`src/design/dram_pkg.sv`:
```
// DRAM path shared types
`default_nettype none

package dram_pkg;

  // Bus widths on both sides of the resizer
  localparam int unsigned SocDataWidth  = 32;
  localparam int unsigned DramDataWidth = 64;
  localparam int unsigned SocStrbWidth  = SocDataWidth / 8;
  localparam int unsigned DramStrbWidth = DramDataWidth / 8;
  localparam int unsigned NumLanes      = DramDataWidth / SocDataWidth;
  localparam int unsigned SocIdWidth    = 4;
  localparam int unsigned DramIdWidth   = 2;
  localparam int unsigned AddrWidth     = 32;

  // Single-beat SoC request
  typedef struct packed {
    logic                    write;
    logic [AddrWidth-1:0]    addr;
    logic [SocIdWidth-1:0]   id;
    logic [SocDataWidth-1:0] data;
    logic [SocStrbWidth-1:0] strb;
  } soc_req_t;

  typedef struct packed {
    logic [SocIdWidth-1:0]   id;
    logic [SocDataWidth-1:0] data;
  } soc_rsp_t;

  // Controller word, seen whole or as two 32-bit lanes
  typedef union packed {
    logic [DramDataWidth-1:0]               word;
    logic [NumLanes-1:0][SocDataWidth-1:0]  lane;
  } dram_word_u;

  typedef struct packed {
    logic                     write;
    logic [AddrWidth-1:0]     addr;
    logic [DramIdWidth-1:0]   id;
    dram_word_u               data;
    logic [DramStrbWidth-1:0] strb;
  } dram_req_t;

  typedef struct packed {
    logic [DramIdWidth-1:0] id;
    dram_word_u             data;
  } dram_rsp_t;

endpackage

`default_nettype wire

```
`src/design/dram_dw_resizer.sv`:
```
// Data width resizer
`timescale 1ns/1ps
`default_nettype none

module dram_dw_resizer #(
  parameter int unsigned MaxTxns = 4
) (
  input  logic                 soc_clk_i,
  input  logic                 arst_n_i,
  input  dram_pkg::soc_req_t   slv_req_i,
  input  logic                 slv_req_valid_i,
  output logic                 slv_req_ready_o,
  output dram_pkg::soc_rsp_t   slv_rsp_o,
  output logic                 slv_rsp_valid_o,
  input  logic                 slv_rsp_ready_i,
  output dram_pkg::dram_req_t  mst_req_o,
  output logic                 mst_req_valid_o,
  input  logic                 mst_req_ready_i,
  input  dram_pkg::dram_rsp_t  mst_rsp_i,
  input  logic                 mst_rsp_valid_i,
  output logic                 mst_rsp_ready_o
);

  localparam int unsigned PtrWidth  = (MaxTxns > 1) ? $clog2(MaxTxns) : 1;
  localparam int unsigned IdHiWidth = dram_pkg::SocIdWidth - dram_pkg::DramIdWidth;

  // Lane bit plus the ID bits the controller side cannot carry
  typedef struct packed {
    logic [IdHiWidth-1:0] id_hi;
    logic                 lane;
  } lane_entry_t;

  lane_entry_t         fifo_q [MaxTxns];
  lane_entry_t         push_entry;
  lane_entry_t         head;
  logic [PtrWidth-1:0] wr_ptr_q;
  logic [PtrWidth-1:0] rd_ptr_q;
  logic [PtrWidth:0]   count_q;
  logic                fifo_full;
  logic                push;
  logic                pop;

  assign push_entry.id_hi = slv_req_i.id[dram_pkg::SocIdWidth-1:dram_pkg::DramIdWidth];
  assign push_entry.lane  = slv_req_i.addr[2];
  assign head             = fifo_q[rd_ptr_q];

  ////////////////////
  // Request side
  ////////////////////

  assign fifo_full       = (count_q == (PtrWidth + 1)'(MaxTxns));
  assign mst_req_valid_o = slv_req_valid_i && !fifo_full;
  assign slv_req_ready_o = mst_req_ready_i && !fifo_full;
  assign push            = slv_req_valid_i && slv_req_ready_o;

  always_comb begin
    mst_req_o.write                    = slv_req_i.write;
    mst_req_o.addr                     = slv_req_i.addr;
    mst_req_o.id                       = slv_req_i.id[dram_pkg::DramIdWidth-1:0];
    mst_req_o.data.word                = '0;
    mst_req_o.data.lane[push_entry.lane] = slv_req_i.data;
    mst_req_o.strb                     = '0;
    // Strobe moves into the byte slots of the chosen lane
    mst_req_o.strb[push_entry.lane*dram_pkg::SocStrbWidth +: dram_pkg::SocStrbWidth] =
        slv_req_i.strb;
  end

  ////////////////////
  // Response side
  ////////////////////

  assign slv_rsp_valid_o = mst_rsp_valid_i;
  assign mst_rsp_ready_o = slv_rsp_ready_i;
  assign pop             = mst_rsp_valid_i && slv_rsp_ready_i;
  assign slv_rsp_o.id    = {head.id_hi, mst_rsp_i.id};
  assign slv_rsp_o.data  = mst_rsp_i.data.lane[head.lane];

  always_ff @(posedge soc_clk_i or negedge arst_n_i) begin
    if (!arst_n_i) begin
      wr_ptr_q <= '0;
      rd_ptr_q <= '0;
      count_q  <= '0;
    end else begin
      if (push) begin
        wr_ptr_q <= (wr_ptr_q == PtrWidth'(MaxTxns - 1)) ? '0 : wr_ptr_q + 1'b1;
      end
      if (pop) begin
        rd_ptr_q <= (rd_ptr_q == PtrWidth'(MaxTxns - 1)) ? '0 : rd_ptr_q + 1'b1;
      end
      if (push && !pop) begin
        count_q <= count_q + 1'b1;
      end else if (pop && !push) begin
        count_q <= count_q - 1'b1;
      end
    end
  end

  always_ff @(posedge soc_clk_i) begin
    if (push) begin
      fifo_q[wr_ptr_q] <= push_entry;
    end
  end

endmodule

`default_nettype wire

```
`config.mk`:
```
export PLATFORM = sky130hd
export DESIGN_NAME = dram_dw_resizer
export DESIGN_NICKNAME = d
export VERILOG_FILES = /design/src/design/dram_pkg.sv /design/src/design/dram_dw_resizer.sv
export SDC_FILE = /design/constraint.sdc
export NUM_CORES = 1
export LEC_CHECK = 0
export BUFFER_PORTS_ARGS = -buffer_cell sky130_fd_sc_hd__buf_2
export CAP_MARGIN = 20
export CORE_AREA = 2 2 114 116
export DETAILED_ROUTE_END_ITERATION = 8
export DIE_AREA = 0 0 116 118
export PLACE_DENSITY = 0.54
export SLEW_MARGIN = 10
export SYNTH_ARGS = -nofsm -noshare
export SYNTH_HDL_FRONTEND = slang
export SYNTH_SLANG_ARGS = --single-unit
```
`constraint.sdc`:
```
create_clock -name soc_clk_i -period 3.9 [get_ports soc_clk_i]
set_input_delay 0 -clock soc_clk_i [delete_from_list [all_inputs] [get_ports soc_clk_i]]
set_output_delay 0 -clock soc_clk_i [all_outputs]
set_load 0.02 [all_outputs]
```
Word level (Yosys, flattened, before mapping)
Memory sizes are Yosys's and may differ from the RTL's. Cells that the tools add are included.

RAM bits: 12. Bits of input ports: 145. Register bits after elaboration: 7. Output and inout bits: 147. Memories: 1. Word-level logic and storage cells: 40.

Shift-type cells: 2. Mux-type cells: 10. Bitwise logic cells: 2. Reduce and logical (&&, ||, !) cells: 11. Eq/ne operators: 3. Add/sub/neg operators: 5. $lt $le $gt $ge: 3.

Memories: fifo_q (depth 4, bits a word 3, rd ports 1, clocked after Yosys merged registers in 0, write ports 1, line dram_dw_resizer.sv:33) `lane_entry_t fifo_q [MaxTxns];`.

Operators with widths (count): two-way mux 32 bit (3); bitwise AND 64 bit (1); negator 3 -> 34 bit (1); variable shift 4 x 34 -> 8 bit (first input constant) (1); indexed part select 4 x 34 -> 8 bit (1); demux 32 bit (select 1 bit) (1); bitwise AND 8 bit (1); logical AND 1 bit (7); two-way mux 3 bit (2); adder 2 x 1 -> 2 bit (second input constant) (2); == test 2 bit (second input constant) (2); < comparator 1 x 2 -> 1 bit (second input constant) (2); two-way mux 2 bit (2); adder 3 x 1 -> 3 bit (second input constant) (1); == test 3 bit (second input constant) (1); logical NOT 1 bit (3); subtractor 3 x 1 -> 3 bit (second input constant) (1); two-way mux 1 bit (2); nonzero test 2 bit (1); greater-or-equal comparator 1 bit (second input constant) (1).

Depth between registers and ports, before layout
Word-level depth: 8. Depth in mapped cells: 8.

Worst setup path after synthesis
No wires, ideal clock.

Kind: reg-to-reg. Start point: reg count_q[0]. End point: reg count_q[1]. Path slack: 1989 ps. Data required time: 3775 ps. Setup time: 125 ps. Arrival: 1786 ps. Stages on the path, launching flop included: 7. Path buffers: 0. Cells stage by stage: dfrtp_1 > nor3b_1 > nor2_1 > ha_1 > inv_1 > fa_1 > mux2_2.

Cells in the longest elaborated chain, start to end: 7.

RTL lines: start, declared (line dram_dw_resizer.sv:38) `logic [PtrWidth:0] count_q;`; start signal, assigned (line dram_dw_resizer.sv:91) `count_q <= count_q + 1'b1;`; start signal, assigned (line dram_dw_resizer.sv:93) `count_q <= count_q - 1'b1;`; == test 3 bit (*) (line dram_dw_resizer.sv:51) `assign fifo_full = (count_q == (PtrWidth + 1)'(MaxTxns));`; logical NOT 1 bit (*) (line dram_dw_resizer.sv:53) `assign slv_req_ready_o = mst_req_ready_i && !fifo_full;`; logical AND 1 bit (*) (line dram_dw_resizer.sv:53); logical AND 1 bit (*) (line dram_dw_resizer.sv:54) `assign push = slv_req_valid_i && slv_req_ready_o;`; net push (line dram_dw_resizer.sv:40) `logic push;`; logical NOT 1 bit (line dram_dw_resizer.sv:92) `end else if (pop && !push) begin`; logical AND 1 bit (line dram_dw_resizer.sv:92); nonzero test 2 bit (no line).

Mark *: on every way through the listed nets, which the timed path passes. The rest lies on a longest branch. The select of a mux whose other input is x is not followed. A chain may end at the register's enable or synchronous reset.

Worst setup path in the final report
Ends and elaborated chain as after synthesis.

==> results.sh <==
export IMPL_finalCritPeriodShare_pct=54.0
export IMPL_final_instance_count_excl_fill=557
export IMPL_antenna_left=0
export IMPL_cts_setup_buffers=0
export IMPL_netlist_top_cells_area="sky130_fd_sc_hd__mux2_4 21%, sky130_fd_sc_hd__edfxtp_1 17%, sky130_fd_sc_hd__buf_4 13%"
export IMPL_post_layout_power_mw=1.43
export IMPL_placer_congestion_estimate=0.720
export IMPL_leakage_nw=1.77
export IMPL_placement_rows=41
export IMPL_finalWirelength_um=6330
export IMPL_die_y_extent_um=118
export IMPL_clock_skew_ns=0.000938
export IMPL_synth_yosys_seq_area_share_pct=24.5
export IMPL_drt_pass1_iter_count=4
export IMPL_maxCapViolCount=0
export IMPL_placement_io_buffers=219
export IMPL_crit_path_start_kind="flip-flop"
export IMPL_synth_area_per_cell_sq_um=10.4
export IMPL_finalSetupViolations=0
export IMPL_netlist_area_sq_mm=0.00218
export IMPL_synthesis_instances=209
export IMPL_clock_tree_htree_level_count=1
export IMPL_synth_ff_latch_count=19
export IMPL_run_status="completed"
export IMPL_power_per_cell_area_mw_per_mm2=444
export IMPL_grt_use_total_pct=7.69
export IMPL_synthFlopType="sky130_fd_sc_hd__edfxtp_1"
export IMPL_yosys_warn_count=0
export IMPL_max_slew_worst_pin_slew_ns=1.00
export IMPL_endpoint_kind="flip-flop"
export IMPL_post_synth_top_area_fraction_pct=21.3
export IMPL_top_ports=292
export IMPL_clockRootBuffer="sky130_fd_sc_hd__clkbuf_16"
export IMPL_synthMostInstantiatedCell="sky130_fd_sc_hd__and2_1"
export IMPL_tritoncts_clock_tree="built"
export IMPL_area_delta_synth_final_pct=47.6
export IMPL_grt_overflow_total=0
export IMPL_grt_first_pass_wirelength_um=8550
export IMPL_drc_errors=0
export IMPL_hold_class="in -> out"
export IMPL_clock_sinks=19
export IMPL_sequential_cell_area_sq_um=536
export IMPL_dr_first_iter_drc_count=29
export IMPL_number_of_antenna_violations_at_the_first_check_in_global_routing=0
export IMPL_clock_insertion_delay_worst_skew_ns=0.24
export IMPL_ctsLongestPathBuffers=2
export IMPL_layout_core_utilization_pct=26.0
export IMPL_clkSlewWorstSetupHoldPaths_ns=0.05
export IMPL_timing_hold_worst_path_depth=0
export IMPL_num_antenna_cells=0
export IMPL_routed_wire_length_per_instance_um=11.4
export IMPL_floorplan_initialDensity_pct=17.6
export IMPL_maxSlewViolCount=0
export IMPL_routed_via_count=2077
export IMPL_ir_worst_vdd_v=0.000257
export IMPL_finish_net_count=538
export IMPL_fin_setup_tns_ns=0
export IMPL_post_route_cells_drive_above_1_share_pct=67.5
export IMPL_maximum_number_of_pins_on_one_net_before_global_route_repair=78
export IMPL_maxSlewHeadroom_pct=33.2
export IMPL_fill_cells=1342
export IMPL_die_area_sq_mm=0.0137
export IMPL_cts_buffers_inserted=3
export IMPL_worstPathMaxFanout=7
export IMPL_worstPathArrival_ns=2.23
export IMPL_synth_top_cells_by_count="40 x sky130_fd_sc_hd__and2_1, 39 x sky130_fd_sc_hd__buf_4, 38 x sky130_fd_sc_hd__nor2b_1"
export IMPL_grt_pass1_vias=1979
export IMPL_r2r_slack_ns=1.79
export IMPL_dp_hpwl_um=5480
export IMPL_die_width_um=116
export IMPL_fin_hold_ws_ns=0.0000301
export IMPL_library_cell_occupying_the_most_area_in_the_post_synthesis_netlist="sky130_fd_sc_hd__mux2_4"
export IMPL_critical_path_class="reg -> reg"
export IMPL_core_sq_mm=0.0124
export IMPL_timing_critical_path_required_ns=4.03
export IMPL_multi_input_comb_area_sq_mm=0.00125
export IMPL_finalWorstPathRequiredPeriod_ns=2.11
export IMPL_dp_cells=550
export IMPL_cells_on_worst_reg2reg_path=6
export IMPL_post_syn_nets=361
export IMPL_synth_distinct_cells=21
export IMPL_synth_edf_count=12
export IMPL_vias_per_cell=3.73
export IMPL_fmax_mhz=475
export IMPL_fin_hold_viols=0
export IMPL_async_reset_ff_share_pct=36.8
export IMPL_rsz0062_at_grt="false"
[kinds of logic after synthesis]
family / share of synthesized area [%]
flip-flops: 24.5
buffers and inverters: 18.1
AND/OR/NAND/NOR: 23.8
XOR/XNOR: 1.20
AO/OA/AOI/OAI: 0.344
multiplexers: 27.7
adder cells (fa/ha/maj): 4.36
[layout by cell type, fill, tap and decap left out]
master and instances:
sky130_fd_sc_hd__dlygate4sd3_1 3, sky130_fd_sc_hd__nor2b_1 38, sky130_fd_sc_hd__dfrtp_1 7, sky130_fd_sc_hd__mux2i_1 2
sky130_fd_sc_hd__nor3b_1 1, sky130_fd_sc_hd__ha_1 6, sky130_fd_sc_hd__fa_1 1, sky130_fd_sc_hd__nand2_1 2
sky130_fd_sc_hd__edfxtp_1 12, sky130_fd_sc_hd__mux2_2 6, sky130_fd_sc_hd__and2_1 40, sky130_fd_sc_hd__mux4_1 2
sky130_fd_sc_hd__mux2_4 31, sky130_fd_sc_hd__clkinv_2 1, sky130_fd_sc_hd__xnor2_1 1, sky130_fd_sc_hd__a21o_1 1
sky130_fd_sc_hd__inv_1 3, sky130_fd_sc_hd__clkbuf_16 3, sky130_fd_sc_hd__xor2_1 2, sky130_fd_sc_hd__buf_2 219
sky130_fd_sc_hd__nor2_1 3, sky130_fd_sc_hd__nor3_1 1
[layer usage]
| layer | vias to the layer above | track usage [%] | routed length [um] |
|---|---|---|---|
| met2 | 199 | 16.2 | 3180 |
| met4 | 0 | 1.04 | 51 |
| met5 | - | 0 | 0 |
| li1 | 996 | - | - |
| met1 | 874 | 6.72 | 2160 |
| met3 | 8 | 2.99 | 941 |
[path summary, 6_finish.rpt]
path                                  to     startpoint
min                        mst_req_o[87]  slv_req_i[53]
min in group asynchronous     count_q[2]       arst_n_i
max in group asynchronous    rd_ptr_q[1]       arst_n_i
max                           count_q[1]     count_q[0]
min reg2reg                   count_q[2]     count_q[2]
max reg2reg                   count_q[1]     count_q[0]
[where the power goes]
part	total (mW)	switching (mW)	internal [mW]
Combinational	0.912	0.473	0.439
Sequential	0.315	0.0488	0.266
Clock	0.205	0.0677	0.137
[critical path: stages (launching register included)]
cell and delay (ns):
sky130_fd_sc_hd__dfrtp_1 0.42, sky130_fd_sc_hd__nor3b_1 0.34, sky130_fd_sc_hd__nor2_1 0.20, sky130_fd_sc_hd__ha_1 0.26, sky130_fd_sc_hd__inv_1 0.08, sky130_fd_sc_hd__fa_1 0.41
sky130_fd_sc_hd__mux2_2 0.28
[stage by stage]
step,worst slack (ns),area (sq um)
3_3_place_gp,1.90,3110
4_1_cts,1.78,3220
2_1_floorplan,1.99,2180
5_1_grt,1.62,3220
6_report,1.79,3220
3_5_place_dp,1.78,3110
[sequential cells by signal (all words and copies together), names as in the netlist]
name      count
count_q       3
rd_ptr_q      2
fifo_q       12
wr_ptr_q      2
[repair_timing]
| action | in CTS | in global routing |
|---|---|---|
| endpoints found under the setup margin | 0 | 0 |
| resized for setup | 0 | 0 |
| hold buffers | 3 | 0 |
| hold endpoints to repair | 15 | 0 |
[area by class of cell]
class                           instances  share of cell area (%)
Clock buffer                            3                    2.33
Timing Repair Buffer                  222                    35.0
Inverter                                3                   0.350
Sequential cell                        19                    16.6
Clock inverter                          1                   0.155
Tap cell                              172                    6.68
Multi-Input combinational cell        137                    38.9
Power figures use the tool's default switching activity.
