--- config.mk ---
export PLATFORM = sky130hd
export DESIGN_NAME = dram_id_remapper
export DESIGN_NICKNAME = d
export VERILOG_FILES = /design/src/design/dram_pkg.sv /design/src/design/dram_id_remapper.sv
export SDC_FILE = /design/constraint.sdc
export NUM_CORES = 1
export LEC_CHECK = 0
export ABC_CLOCK_PERIOD_IN_PS = 2220
export BUFFER_PORTS_ARGS = -buffer_cell sky130_fd_sc_hd__buf_4
export CAP_MARGIN = 20
export CORE_AREA = 2 2 136 138
export DETAILED_ROUTE_END_ITERATION = 6
export DIE_AREA = 0 0 138 140
export PLACE_DENSITY = 0.51
export SYNTH_ARGS = -nofsm -noshare
export SYNTH_HDL_FRONTEND = slang
export SYNTH_SLANG_ARGS = --single-unit
--- constraint.sdc ---
create_clock -name soc_clk_i -period 2.22 [get_ports soc_clk_i]
set_clock_uncertainty 0.05 [all_clocks]
set_input_delay 0.444 -clock soc_clk_i [delete_from_list [all_inputs] [get_ports soc_clk_i]]
set_output_delay 0.444 -clock soc_clk_i [all_outputs]
set_load 0.05 [all_outputs]
--- src/design/dram_pkg.sv ---
// DRAM path shared types
`default_nettype none

package dram_pkg;

  // Bus widths on both sides of the resizer
  localparam int unsigned SocDataWidth  = 32;
  localparam int unsigned DramDataWidth = 64;
  localparam int unsigned SocStrbWidth  = SocDataWidth / 8;
  localparam int unsigned DramStrbWidth = DramDataWidth / 8;
  localparam int unsigned NumLanes      = DramDataWidth / SocDataWidth;
  localparam int unsigned SocIdWidth    = 4;
  localparam int unsigned DramIdWidth   = 2;
  localparam int unsigned AddrWidth     = 32;

  // Single-beat SoC request
  typedef struct packed {
    logic                    write;
    logic [AddrWidth-1:0]    addr;
    logic [SocIdWidth-1:0]   id;
    logic [SocDataWidth-1:0] data;
    logic [SocStrbWidth-1:0] strb;
  } soc_req_t;

  typedef struct packed {
    logic [SocIdWidth-1:0]   id;
    logic [SocDataWidth-1:0] data;
  } soc_rsp_t;

  // Controller word, seen whole or as two 32-bit lanes
  typedef union packed {
    logic [DramDataWidth-1:0]               word;
    logic [NumLanes-1:0][SocDataWidth-1:0]  lane;
  } dram_word_u;

  typedef struct packed {
    logic                     write;
    logic [AddrWidth-1:0]     addr;
    logic [DramIdWidth-1:0]   id;
    dram_word_u               data;
    logic [DramStrbWidth-1:0] strb;
  } dram_req_t;

  typedef struct packed {
    logic [DramIdWidth-1:0] id;
    dram_word_u             data;
  } dram_rsp_t;

endpackage

`default_nettype wire

--- src/design/dram_id_remapper.sv ---
// Transaction ID remapper
`timescale 1ns/1ps
`default_nettype none

module dram_id_remapper #(
  parameter int unsigned MaxTxns = 4
) (
  input  logic                 soc_clk_i,
  input  logic                 arst_n_i,
  input  dram_pkg::dram_req_t  slv_req_i,
  input  logic                 slv_req_valid_i,
  output logic                 slv_req_ready_o,
  output dram_pkg::dram_rsp_t  slv_rsp_o,
  output logic                 slv_rsp_valid_o,
  input  logic                 slv_rsp_ready_i,
  output dram_pkg::dram_req_t  mst_req_o,
  output logic                 mst_req_valid_o,
  input  logic                 mst_req_ready_i,
  input  dram_pkg::dram_rsp_t  mst_rsp_i,
  input  logic                 mst_rsp_valid_i,
  output logic                 mst_rsp_ready_o
);

  localparam int unsigned NumSlots = 2 ** dram_pkg::DramIdWidth;
  localparam int unsigned CntWidth = $clog2(NumSlots + 1);

  logic [NumSlots-1:0]              busy_q;
  logic [dram_pkg::DramIdWidth-1:0] id_tbl_q [NumSlots];
  logic [dram_pkg::DramIdWidth-1:0] free_slot;
  logic [CntWidth-1:0]              busy_cnt;
  logic                             any_free;
  logic                             can_issue;
  logic                             req_fire;
  logic                             rsp_fire;

  ////////////////////
  // Slot allocation
  ////////////////////

  // Downward scan leaves the lowest free slot selected
  always_comb begin
    free_slot = '0;
    any_free  = 1'b0;
    busy_cnt  = '0;
    for (int i = NumSlots - 1; i >= 0; i--) begin
      if (!busy_q[i]) begin
        free_slot = dram_pkg::DramIdWidth'(i);
        any_free  = 1'b1;
      end
      busy_cnt = busy_cnt + CntWidth'(busy_q[i]);
    end
  end

  assign can_issue       = any_free && (32'(busy_cnt) < MaxTxns);
  assign mst_req_valid_o = slv_req_valid_i && can_issue;
  assign slv_req_ready_o = mst_req_ready_i && can_issue;
  assign req_fire        = slv_req_valid_i && slv_req_ready_o;

  always_comb begin
    mst_req_o    = slv_req_i;
    mst_req_o.id = free_slot;
  end

  ////////////////////
  // Response restore
  ////////////////////

  assign slv_rsp_valid_o = mst_rsp_valid_i;
  assign mst_rsp_ready_o = slv_rsp_ready_i;
  assign rsp_fire        = mst_rsp_valid_i && slv_rsp_ready_i;
  assign slv_rsp_o.id    = id_tbl_q[mst_rsp_i.id];
  assign slv_rsp_o.data  = mst_rsp_i.data;

  // Allocated and released slots never coincide
  always_ff @(posedge soc_clk_i or negedge arst_n_i) begin
    if (!arst_n_i) begin
      busy_q <= '0;
    end else begin
      if (req_fire) begin
        busy_q[free_slot] <= 1'b1;
      end
      if (rsp_fire) begin
        busy_q[mst_rsp_i.id] <= 1'b0;
      end
    end
  end

  always_ff @(posedge soc_clk_i) begin
    if (req_fire) begin
      id_tbl_q[free_slot] <= slv_req_i.id;
    end
  end

endmodule

`default_nettype wire

# Yosys cells after proc, flatten, opt, wreduce, memory -nomap -nowiden
# Memory sizes are Yosys's and may differ from the RTL's.
# Index checks and enable logic that the tools add are counted.
op_classes:
  add_sub_neg: 3
  magnitude_cmp: 5
  muxes: 16
  bitwise: 3
  reduce_logical: 7
ops:
  columns: ["operator", "n"]
  rows:
  - ["2-to-1 mux 1 bit", 8]
  - ["2-to-1 mux 2 bit", 4]
  - ["2-to-1 mux 4 bit", 2]
  - ["logical AND 1 bit", 7]
  - ["< comparator 2 x 3 -> 1 bit (second input constant)", 2]
  - ["AND 4 bit", 1]
  - ["demux 1 bit (select 2 bit)", 2]
  - [">= comparator 2 x 1 -> 1 bit (second input constant)", 2]
  - ["inverter 4 bit", 1]
  - ["bitwise OR 4 bit", 1]
  - ["adder 2 x 1 -> 3 bit", 1]
  - ["adder 3 x 1 -> 3 bit", 1]
  - ["< comparator 3 bit (second input constant)", 1]
  - ["adder 1 x 1 -> 2 bit", 1]
totals:
  regBits: 4
  ramBits: 8
  input_bits: 179
  out_inout_bits: 177
  word_cells: 36
  mem_count: 1
mem_list:
  columns: ["name", "words", "word_bits", "rd", "rd_clocked_by_memory_dff", "write_ports", "line_no", "rtl"]
  rows:
  - ["id_tbl_q", 4, 2, 1, 0, 1, "dram_id_remapper.sv:28", "logic [dram_pkg::DramIdWidth-1:0] id_tbl_q [NumSlots];"]

# Logic depth before layout (Yosys ltp)
# Gate-level depths: netlist of the first run.
depth:
  word_depth: 12
  ltp_mapped: 4
  ltp_nobuf: 4

# Worst setup path after synthesis of the first run
# Ideal clock, no wire load.
synth_timing:
  kind: "reg-to-output"
  startpoint: "reg busy_q[0]"
  endpoint: "out mst_req_o[73] in the netlist's numbering"
  t_arrival_ns: 1.712
  slack_ns: 0.014
  stages_incl_launch_ff: 3
  path_cell_list: "dfrtp_1 -> inv_1 -> a211oi_1"
synth_lines:
  columns: ["item", "line_no", "rtl"]
  rows:
  - ["from (decl)", "dram_id_remapper.sv:27", "logic [NumSlots-1:0] busy_q;"]
  - ["from (signal assigned)", "dram_id_remapper.sv:77", "busy_q <= '0;"]
  - ["from (signal, indexed assignment)", "dram_id_remapper.sv:80", "busy_q[free_slot] <= 1'b1;"]
  - ["from (signal, indexed assignment)", "dram_id_remapper.sv:83", "busy_q[mst_rsp_i.id] <= 1'b0;"]
  - ["to (decl)", "dram_id_remapper.sv:16", "output dram_pkg::dram_req_t mst_req_o,"]

# Worst setup path in the final report of the first run
layout_timing:
  startpoint: "reg busy_q[0]"
  endpoint: "out mst_req_valid_o"
layout_via:
  elab_chain_cells: 4
  word_cells_on_any_way: 5
  cone_classes: "add/sub: 1; order compare: 1; mux: 1; reduce/logical: 2"
layout_lines:
  columns: ["item", "line_no", "rtl"]
  rows:
  - ["adder 3 x 1 -> 3 bit", "dram_id_remapper.sv:50", "busy_cnt = busy_cnt + CntWidth'(busy_q[i]);"]
  - ["< comparator 3 bit", "dram_id_remapper.sv:54", "assign can_issue = any_free && (32'(busy_cnt) < MaxTxns);"]
  - ["logical AND 1 bit *", "dram_id_remapper.sv:54", null]
  - ["logical AND 1 bit *", "dram_id_remapper.sv:55", "assign mst_req_valid_o = slv_req_valid_i && can_issue;"]
  - ["to (decl)", "dram_id_remapper.sv:17", "output logic mst_req_valid_o,"]
# Mark *: on every way between the ends. The rest lies on a longest branch, timed or not.

==> results of run 1 <==
## per-stage QoR
stage                     setup WS, ns  cells  power, mW  util, %
after detailed placement         0.178    289      0.889     5.74
after floorplan                 0.0139    214       1.55        -
after global routing           -0.0180    299       1.42     6.57
after CTS                     -0.00376    296       1.26     6.38
final                           0.0306    299       1.37     6.57
after global placement           0.217    289      0.876     5.74
## per-layer routing
layer / part of all wire, % / global-route usage, %
met3: 33 / 7.93
met5: 0 / 0
met2: 46 / 7.87
met1: 14 / 1.87
met4: 7.5 / 4.19
## registers in the layout (all words and copies together), names as in the netlist
register	count
id_tbl_q	8
busy_q	4
## final timing paths
kind / end / slack, ns
min: id_tbl_q[3][0] / 0.37
min reg2reg: busy_q[2] / 0.61
max: mst_req_valid_o / 0.03
max in group asynchronous: busy_q[0] / 1.52
max reg2reg: id_tbl_q[1][0] / 0.24
min in group asynchronous: busy_q[3] / 0.49
## critical path, stage by stage (launching register included)
cell	delay, ns
dfrtp_2	0.41
fa_1	0.58
nand3_2	0.11
and3_4	0.20
buf_8	0.14
## synthesized netlist by cell type, drive strengths merged (2+ instances only)
| library cell | count | share of area (%) |
|---|---|---|
| buf | 171 | 68 |
| edfxtp | 8 | 13 |
| and3 | 5 | 2.2 |
| dfrtp | 4 | 5.3 |
| nand2 | 3 | 0.60 |
| nand3 | 3 | 1.1 |
| inv | 2 | 0.40 |
| mux4 | 2 | 2.4 |
## cell families (layout without fill, tap and decap cells)
| family | after synthesis | count (layout) | share of synthesized area [%] |
|---|---|---|---|
| adder cells (fa/ha/maj) | 2 | 2 | 1.72 |
| buffers and inverters | 173 | 29 | 68.3 |
| AND/OR/NAND/NOR | 18 | 18 | 6.49 |
| flip-flops | 12 | 12 | 18.0 |
| AO/OA/AOI/OAI | 7 | 7 | 3.11 |
| multiplexers | 2 | 2 | 2.38 |
## power groups by stage
stage | Clock (mW) | Sequential, mW | Combinational [mW]
2_1_floorplan | 0 | 0.330 | 1.22
3_3_place_gp | 0 | 0.339 | 0.537
3_5_place_dp | 0 | 0.342 | 0.547
4_1_cts | 0.335 | 0.330 | 0.599
5_1_grt | 0.341 | 0.336 | 0.746
6_report | 0.330 | 0.331 | 0.705
## repair_timing
| item | CTS | global route |
|---|---|---|
| hold endpoints to repair | 4 | 0 |
| pin swaps | 1 | 3 |
| hold buffers | 1 | 0 |
| setup buffers | 2 | 3 |
| setup endpoints to repair | 2 | 2 |
| resized for setup | 4 | 3 |
## layout make-up
| type | count | area, um2 | share of cell area (%) |
|---|---|---|---|
| Timing Repair Buffer | 23 | 186 | 16.0 |
| Sequential cell | 12 | 343 | 29.3 |
| Multi-Input combinational cell | 29 | 267 | 22.8 |
| Clock buffer | 3 | 75.1 | 6.42 |
| Tap cell | 229 | 287 | 24.5 |
| Clock inverter | 1 | 3.75 | 0.321 |
| Inverter | 2 | 7.51 | 0.642 |
==> flow_metrics.py, run 1 <==
metrics = {
    "outcome": {
        "status": "finished clean",
    },
    "clocking": {
        "clk_pin_slew_ns": 0.04,
        "ctsLongestPathBuffers": 2,
        "cts_made_buffers": 3,
        "cts_tree": "built",
        "cts_sinks": 12,
        "htree_levels": 1,
        "cts_root_buffer": "clkbuf_16",
        "clk_latency_ns": 0.24,
    },
    "sta": {
        "tns_ns": 0,
        "finalSetupViolations": 0,
        "fin_crit_sh_pct": 98.6,
        "rsz0062_at_grt": "yes",
        "final_period_minus_worst_setup_slack_ns": 2.19,
        "final_max_slew_viol_count": 0,
        "slew_headroom_pct": 83.4,
        "holdWs_ns": 0.373,
        "hold_viol": 0,
        "worst_slew_pin_slew_ns": 0.248,
        "fmax_mhz": 457,
    },
    "global_route": {
        "grt_max_degree": 8,
        "grt_pass1_vias": 740,
        "grt_antenna_before_repair": 0,
        "grt_overflow": 0,
        "track_usage_pct": 5.07,
        "grt_pass1_wl_um": 6820,
    },
    "synthesis": {
        "yosys.cell_types.count": 26,
        "syn-cell-area_um2": 1890,
        "synth-edff-count": 8,
        "synthArstFlopShare_pct": 33.3,
        "ys.flop_type": "edfxtp_1",
        "yosys_warnings": 0,
        "ys_ff_latch": 12,
        "syn-mean-instance-area_um2": 8.83,
        "syn_nets": 395,
        "seq_area_frac_synth_pct": 18.0,
        "syn-instance-count": 214,
    },
    "drt": {
        "drt_first_pass_iters": 4,
        "drt_first_iter_violations": 17,
        "wl_um": 5560,
        "post_drt_wl_per_cell_um": 18.6,
        "drtAntennaViolNets": 0,
        "via_per_inst": 2.33,
        "drc": 0,
        "num_vias": 698,
    },
    "hold_path": {
        "hold_start": "slv_req_i[72]",
        "holdPathStages": 1,
        "hp-class": "primary input to register",
    },
    "worst_setup_path": {
        "worstSetupEndpointType": "primary output",
        "critPathKind": "register to primary output",
        "critPathMaxFanout": 3,
        "critPathRequiredTime_ns": 1.73,
        "critPathLaunchType": "register",
        "worst-r2r-cell-count": 5,
        "crit_path_start": "busy_q[0]",
        "rr_startpoint": "busy_q[0]",
        "arrival_ns": 1.70,
    },
    "floorplanning": {
        "core_um2": 17800,
        "dieArea_um2": 19300,
        "start_util_pct": 10.6,
        "fp.dieW_um": 138,
        "die_y_um": 140,
        "fp-row-count": 49,
        "io_pins": 356,
    },
    "cells_and_area": {
        "area_delta_synth_final_pct": -38.2,
        "fin_nets": 252,
        "n_antenna_cell": 0,
        "final_cell_mix": "buf_4, edfxtp_1, and3_4, nand2_1, clkbuf_16",
        "nFillCells": 2087,
        "drive_gt1_share_pct": 54.3,
        "layout_commonest_cell": "buf_4",
        "final_cell_area_um2": 1170,
    },
    "power_and_ir_drop": {
        "p_int_mw": 0.832,
        "seqPwrFrac_pct": 24.2,
        "peakVddDrop_v": 0.000660,
        "p_clk_share_pct": 24.1,
        "p_sw_mw": 0.533,
        "p_comb_share_pct": 51.6,
        "power_density_nw_per_um2": 1170,
        "p_sw_share_pct": 39.0,
        "p_leak_nw": 0.382,
    },
    "place": {
        "placed_cell_area_um2": 1020,
        "io_buffers": 17,
        "place_congestion": 0.741,
    },
    "run": {
        "maxCapViolations": 0,
    },
}
No activity file was read; power rests on OpenSTA's default activity.
==> run 2, diff against run 1 <==
--- a/config.mk
+++ b/config.mk
@@ -5,13 +5,14 @@
 export SDC_FILE = /design/constraint.sdc
 export NUM_CORES = 1
 export LEC_CHECK = 0
+export ABC_AREA = 1
 export ABC_CLOCK_PERIOD_IN_PS = 2220
 export BUFFER_PORTS_ARGS = -buffer_cell sky130_fd_sc_hd__buf_4
 export CAP_MARGIN = 20
-export CORE_AREA = 2 2 136 138
+export CORE_AREA = 2 2 139 141
 export DETAILED_ROUTE_END_ITERATION = 6
-export DIE_AREA = 0 0 138 140
-export PLACE_DENSITY = 0.51
+export DIE_AREA = 0 0 141 143
+export PLACE_DENSITY = 0.5
 export SYNTH_ARGS = -nofsm -noshare
 export SYNTH_HDL_FRONTEND = slang
 export SYNTH_SLANG_ARGS = --single-unit
==> run 2 against run 1 <==
The flow now finishes with violations (negative setup slack). First-iteration DRC count grew 59%. Core utilization is 0.24 points lower. Register-to-register slack improved by 0.13 ns. Setup slack worse by 0.042 ns. Critical path type unchanged. Cell count rose by 11%. Combinational power is 7.9% lower.
==> flow_metrics.py, run 2 <==
metrics = {
    "clocking": {
        "htree_levels": 1,
        "cts_tree": "built",
        "cts_root_buffer": "clkbuf_16",
        "cts_made_buffers": 3,
        "clk_latency_ns": 0.24,
        "cts_sinks": 12,
        "ctsLongestPathBuffers": 2,
        "clk_pin_slew_ns": 0.04,
    },
    "synthesis": {
        "synth_commonest_cells": "buf_4, inv_1, nand2_1",
        "yosysTopAreaCell": "buf_4",
        "yosys.cell_types.count": 17,
        "synth-xor-area-share_pct": 0,
        "syn_nets": 425,
        "syn-instance-count": 244,
        "synth-edff-count": 8,
        "yosysMostFrequentCell": "buf_4",
        "ys.flop_type": "edfxtp_1",
        "synth_compound_area_share_pct": 1.17,
        "synthTopCellsByArea": "buf_4, edfxtp_1, dfrtp_1, inv_1, nand2_1",
        "syn-cell-area_um2": 1920,
        "synth_top_family_by_area": "buffers and inverters",
        "seq_area_frac_synth_pct": 17.7,
        "synth_top_area_share_pct": 66.8,
        "synthMuxAreaShare_pct": 0,
        "synth-adder-area-share_pct": 1.69,
        "synth-simple-area-share_pct": 9.56,
        "yosys_warnings": 0,
        "syn-mean-instance-area_um2": 7.88,
        "ys_ff_latch": 12,
        "synthArstFlopShare_pct": 33.3,
    },
    "floorplanning": {
        "fp.dieW_um": 141,
        "die_y_um": 143,
        "fp-row-count": 50,
        "io_pins": 356,
        "core_um2": 18600,
        "start_util_pct": 10.4,
        "dieArea_um2": 20200,
    },
    "global_route": {
        "grt_antenna_before_repair": 0,
        "grt_pass1_vias": 945,
        "grt_pass1_wl_um": 8840,
        "track_usage_pct": 6.74,
        "grt_overflow": 0,
        "grt_max_degree": 8,
    },
    "drt": {
        "drc": 0,
        "num_vias": 823,
        "wl_met1_um": 1360,
        "wl_um": 7470,
        "wl_met3_um": 2590,
        "via_per_inst": 2.49,
        "routed.top_layer": "met4",
        "post_drt_wl_per_cell_um": 22.6,
        "drt_first_pass_iters": 3,
        "wl_met2_um": 2800,
        "drt_first_iter_violations": 27,
        "drtAntennaViolNets": 0,
    },
    "cells_and_area": {
        "final_cell_area_um2": 1180,
        "final_cell_mix": "buf_4, nand2_1, inv_1",
        "layout_commonest_cell": "buf_4",
        "area_delta_synth_final_pct": -38.8,
        "fin_nets": 279,
        "largest-register": "id_tbl_q",
        "nFillCells": 2145,
        "drive_gt1_share_pct": 34.0,
        "n_antenna_cell": 0,
        "fin_util_pct": 6.34,
        "largest_reg_flops": 8,
        "reg_top3": "id_tbl_q x8, busy_q x4",
    },
    "hold_path": {
        "hp-class": "primary input to register",
    },
    "sta": {
        "holdWs_ns": 0.364,
        "fin_crit_sh_pct": 101,
        "finalSetupViolations": 2,
        "final_max_slew_viol_count": 0,
        "hold_viol": 0,
        "worst_slew_pin_slew_ns": 0.335,
        "rsz0062_at_grt": "yes",
        "final_period_minus_worst_setup_slack_ns": 2.23,
        "postLayoutSetupSlackWorst_ns": -0.0118,
        "slew_headroom_pct": 77.5,
        "fmax_mhz": 448,
    },
    "worst_setup_path": {
        "critPathLaunchType": "register",
        "worstSetupEndpointType": "primary output",
        "arrival_ns": 1.74,
        "critPathMaxFanout": 3,
        "critPathRequiredTime_ns": 1.73,
        "critPathKind": "register to primary output",
    },
    "place": {
        "placed_cell_area_um2": 1060,
        "dpl.hpwl_um": 6650,
        "pre_cts_slack_ns": 0.113,
        "place_congestion": 0.706,
        "io_buffers": 17,
    },
    "power_and_ir_drop": {
        "p_leak_nw": 0.445,
        "power.total_mw": 1.32,
        "peakVddDrop_v": 0.000750,
        "power_density_nw_per_um2": 1120,
    },
    "outcome": {
        "failed_checks": "negative setup slack",
        "status": "finished with violations",
    },
    "run": {
        "maxCapViolations": 0,
    },
}
run 2: logic make-up after synthesis:
kind of cell               count (synthesis)
adders and majority gates                  2
buffers and inverters                    187
DFF                                       12
AOI/OAI and AO/OA                          4
and+or+nand+nor                           39
run 2: final cells by class:
type / instances / area, um2 / area share (%)
flip-flops and latches: 12 / 342 / 29.0
clock inverters: 1 / 3.75 / 0.319
inverters: 16 / 60.1 / 5.10
well taps: 234 / 293 / 24.9
clock buffers: 3 / 75.1 / 6.38
multi-input cells: 45 / 244 / 20.7
repair buffers: 20 / 160 / 13.6
run 2: where the power goes:
part | leakage [nW] | internal (mW) | total [mW] | switching [mW]
Clock | 0.0385 | 0.237 | 0.332 | 0.0950
Combinational | 0.290 | 0.210 | 0.649 | 0.439
Sequential | 0.117 | 0.296 | 0.335 | 0.0394
run 2: worst paths after layout:
check	to	cells after the start	slack (ns)	startpoint
max	mst_req_valid_o	7	-0.01	busy_q[0]
min	id_tbl_q[0][1]	1	0.36	slv_req_i[73]
max reg2reg	id_tbl_q[1][0]	4	0.37	busy_q[0]
min reg2reg	busy_q[3]	2	0.56	busy_q[3]
max in group asynchronous	busy_q[1]	2	1.51	arst_n_i
min in group asynchronous	busy_q[1]	2	0.49	arst_n_i
run 2: through the flow:
| step | TNS (ns) | instances |
|---|---|---|
| after CTS | -0.0467 | 331 |
| after detailed placement | 0 | 324 |
| final | -0.0157 | 331 |
| after global placement | 0 | 324 |
| after floorplan | -0.197 | 244 |
| after global routing | -0.171 | 331 |
run 2: layer usage:
metal	vias up	track usage [%]
met1	302	3.63
met3	64	10.6
met4	0	7.00
met2	173	8.29
met5	-	0
li1	284	-
run 2: worst max-delay path, cell delays in order (launching register included):
cell and delay [ns]:
dfrtp_1 0.40, fa_1 0.50, nand2_1 0.08, nor2_1 0.05, nor2_2 0.13, inv_2 0.07
nor2_2 0.10, buf_6 0.16
run 2: timing repair:
action / in CTS / in global routing
resized for setup: 6 / 0
endpoints found under the hold margin: 4 / 0
endpoints found under the setup margin: 2 / 2
setup buffers: 2 / 0
hold buffers: 1 / 0
pin swaps: 1 / 0
==> run 3, diff against run 2 <==
--- a/config.mk
+++ b/config.mk
@@ -13,6 +13,7 @@
 export DETAILED_ROUTE_END_ITERATION = 6
 export DIE_AREA = 0 0 141 143
 export PLACE_DENSITY = 0.5
+export RECOVER_POWER = 25
 export SYNTH_ARGS = -nofsm -noshare
 export SYNTH_HDL_FRONTEND = slang
 export SYNTH_SLANG_ARGS = --single-unit
==> run 3 against run 2 <==
Clock power hardly changed. The flow still finishes with violations (negative setup slack). Setup slack hardly changed. Global-route usage stayed put. Sequential share of layout area is 0.28 points higher. Worst hold slack better by 0.094 ns. Maximum frequency hardly changed. Cell area is 0.96% lower. Sequential cell count stayed put. First-iteration DRC count stayed put. Total power is 0.17% lower. Critical path depth stayed put. Cell count stayed put.
==> flow_metrics.py, run 3 (synthesis gave the netlist of run 2 again) <==
metrics = {
    "outcome": {
        "status": "finished with violations",
        "failed_checks": "negative setup slack",
    },
    "floorplanning": {
        "fp.dieW_um": 141,
        "core_um2": 18600,
        "dieArea_um2": 20200,
        "die_y_um": 143,
        "fp-row-count": 50,
        "start_util_pct": 10.4,
        "io_pins": 356,
    },
    "sta": {
        "fmax_mhz": 448,
        "fin_crit_sh_pct": 101,
        "final_max_slew_viol_count": 0,
        "rsz0062_at_grt": "yes",
        "hold_viol": 0,
        "finalSetupViolations": 2,
        "holdWs_ns": 0.458,
        "slew_headroom_pct": 77.5,
        "postLayoutSetupSlackWorst_ns": -0.0118,
        "worst_slew_pin_slew_ns": 0.335,
        "final_period_minus_worst_setup_slack_ns": 2.23,
    },
    "worst_setup_path": {
        "arrival_ns": 1.74,
        "critPathLaunchType": "register",
        "max_stage_delay_ns": 0.50,
        "slowest_stage": "fa_1",
        "critPathKind": "register to primary output",
        "critPathTopFamily": "adder cells",
        "critPathMaxFanout": 3,
        "rrSetupSlack_ns": 0.37,
        "worstPathCellList": "fa_1, nand2_1, nor2_1, nor2_2, inv_2, nor2_2, buf_6",
        "critPathRequiredTime_ns": 1.73,
        "worstSetupEndpointType": "primary output",
        "cpMostUsedCell": "nor2_2",
        "worst-path-buf-inv": 2,
    },
    "cells_and_area": {
        "final_cell_area_um2": 1170,
        "n_antenna_cell": 0,
        "nFillCells": 2148,
        "largest-register": "id_tbl_q",
        "drive_gt1_share_pct": 30.9,
        "reg_top3": "id_tbl_q x8, busy_q x4",
        "area_delta_synth_final_pct": -39.4,
        "layout_commonest_cell": "buf_4",
        "fin_nets": 279,
        "largest_reg_flops": 8,
        "final_cell_mix": "buf_4, nand2_1, inv_1",
        "regArea_um2": 342,
        "multi_input_area_um2": 244,
    },
    "place": {
        "placed_cell_area_um2": 1060,
        "dpl.hpwl_um": 6650,
        "io_buffers": 17,
        "place_congestion": 0.706,
    },
    "clocking": {
        "cts_root_buffer": "clkbuf_16",
        "clk_pin_slew_ns": 0.04,
        "cts_sinks": 12,
        "ctsLongestPathBuffers": 2,
        "clk_latency_ns": 0.24,
        "cts_tree": "built",
        "htree_levels": 1,
        "cts_made_buffers": 3,
    },
    "global_route": {
        "grt_overflow": 0,
        "top_usage_layer": "met3",
        "grt_antenna_before_repair": 0,
        "grt_pass1_wl_um": 8840,
        "met2_usage_pct": 8.29,
        "grt_pass1_vias": 945,
        "gr-usage-met1_pct": 3.63,
        "track_usage_pct": 6.74,
        "grt_max_degree": 8,
        "globalRouteMet3Util_pct": 10.6,
    },
    "drt": {
        "num_vias": 823,
        "drt_first_iter_violations": 27,
        "drc": 0,
        "drt_first_pass_iters": 3,
        "via_per_inst": 2.49,
        "drtAntennaViolNets": 0,
        "wl_um": 7480,
        "post_drt_wl_per_cell_um": 22.6,
    },
    "power_and_ir_drop": {
        "power_density_nw_per_um2": 1130,
        "peakVddDrop_v": 0.000750,
        "p_leak_nw": 0.434,
    },
    "hold_path": {
        "hp-class": "primary input to register",
    },
    "run": {
        "maxCapViolations": 0,
    },
}
[run 3: cell count changes in the layout (fill, tap and decap cells not counted)]
cell	before	now
clkbuf_1	0	3
buf_4	17	14
[run 3: metrics by stage]
stage          TNS (ns)  worst slack (ns)  instances  util, %  power [mW]
3_3_place_gp          0             0.162        324     5.70       0.940
6_report        -0.0157           -0.0118        331     6.28        1.31
3_5_place_dp          0             0.113        324     5.70       0.942
2_1_floorplan    -0.197           -0.0985        244        -        1.58
5_1_grt          -0.171           -0.0872        331     6.28        1.40
4_1_cts         -0.0467           -0.0294        331     6.34        1.33
[run 3: path summary, 6_finish.rpt]
kind / from / end / cells after the start
max: busy_q[0] / mst_req_valid_o / 7
min: slv_req_i[73] / id_tbl_q[0][1] / 1
max reg2reg: busy_q[0] / id_tbl_q[1][0] / 4
min reg2reg: busy_q[3] / busy_q[3] / 2
max in group asynchronous: arst_n_i / busy_q[1] / 2
min in group asynchronous: arst_n_i / busy_q[0] / 2
[run 3: final cells by class]
class	instances	share of cell area, %
timing repair buffer	20	12.8
sequential	12	29.3
tap	234	25.1
multi-input combinational	45	20.9
inverter	16	5.15
clock inverter	1	0.322
clock buffer	3	6.44
[run 3: power breakdown]
| group | internal [mW] | switching, mW |
|---|---|---|
| Clock | 0.237 | 0.0950 |
| Sequential | 0.296 | 0.0394 |
| Combinational | 0.208 | 0.439 |
[run 3: per-layer routing]
metal,wire length [um],up-vias
met5,0,-
met4,729,0
met3,2590,64
met2,2800,173
met1,1360,302
li1,-,284
[run 3: what timing repair did]
action / in CTS / in global routing
setup endpoints to repair: 2 / 2
pin swaps: 1 / 0
hold endpoints to repair: 4 / 0
gates resized for setup: 6 / 0
hold buffers: 1 / 0
setup buffers: 2 / 0
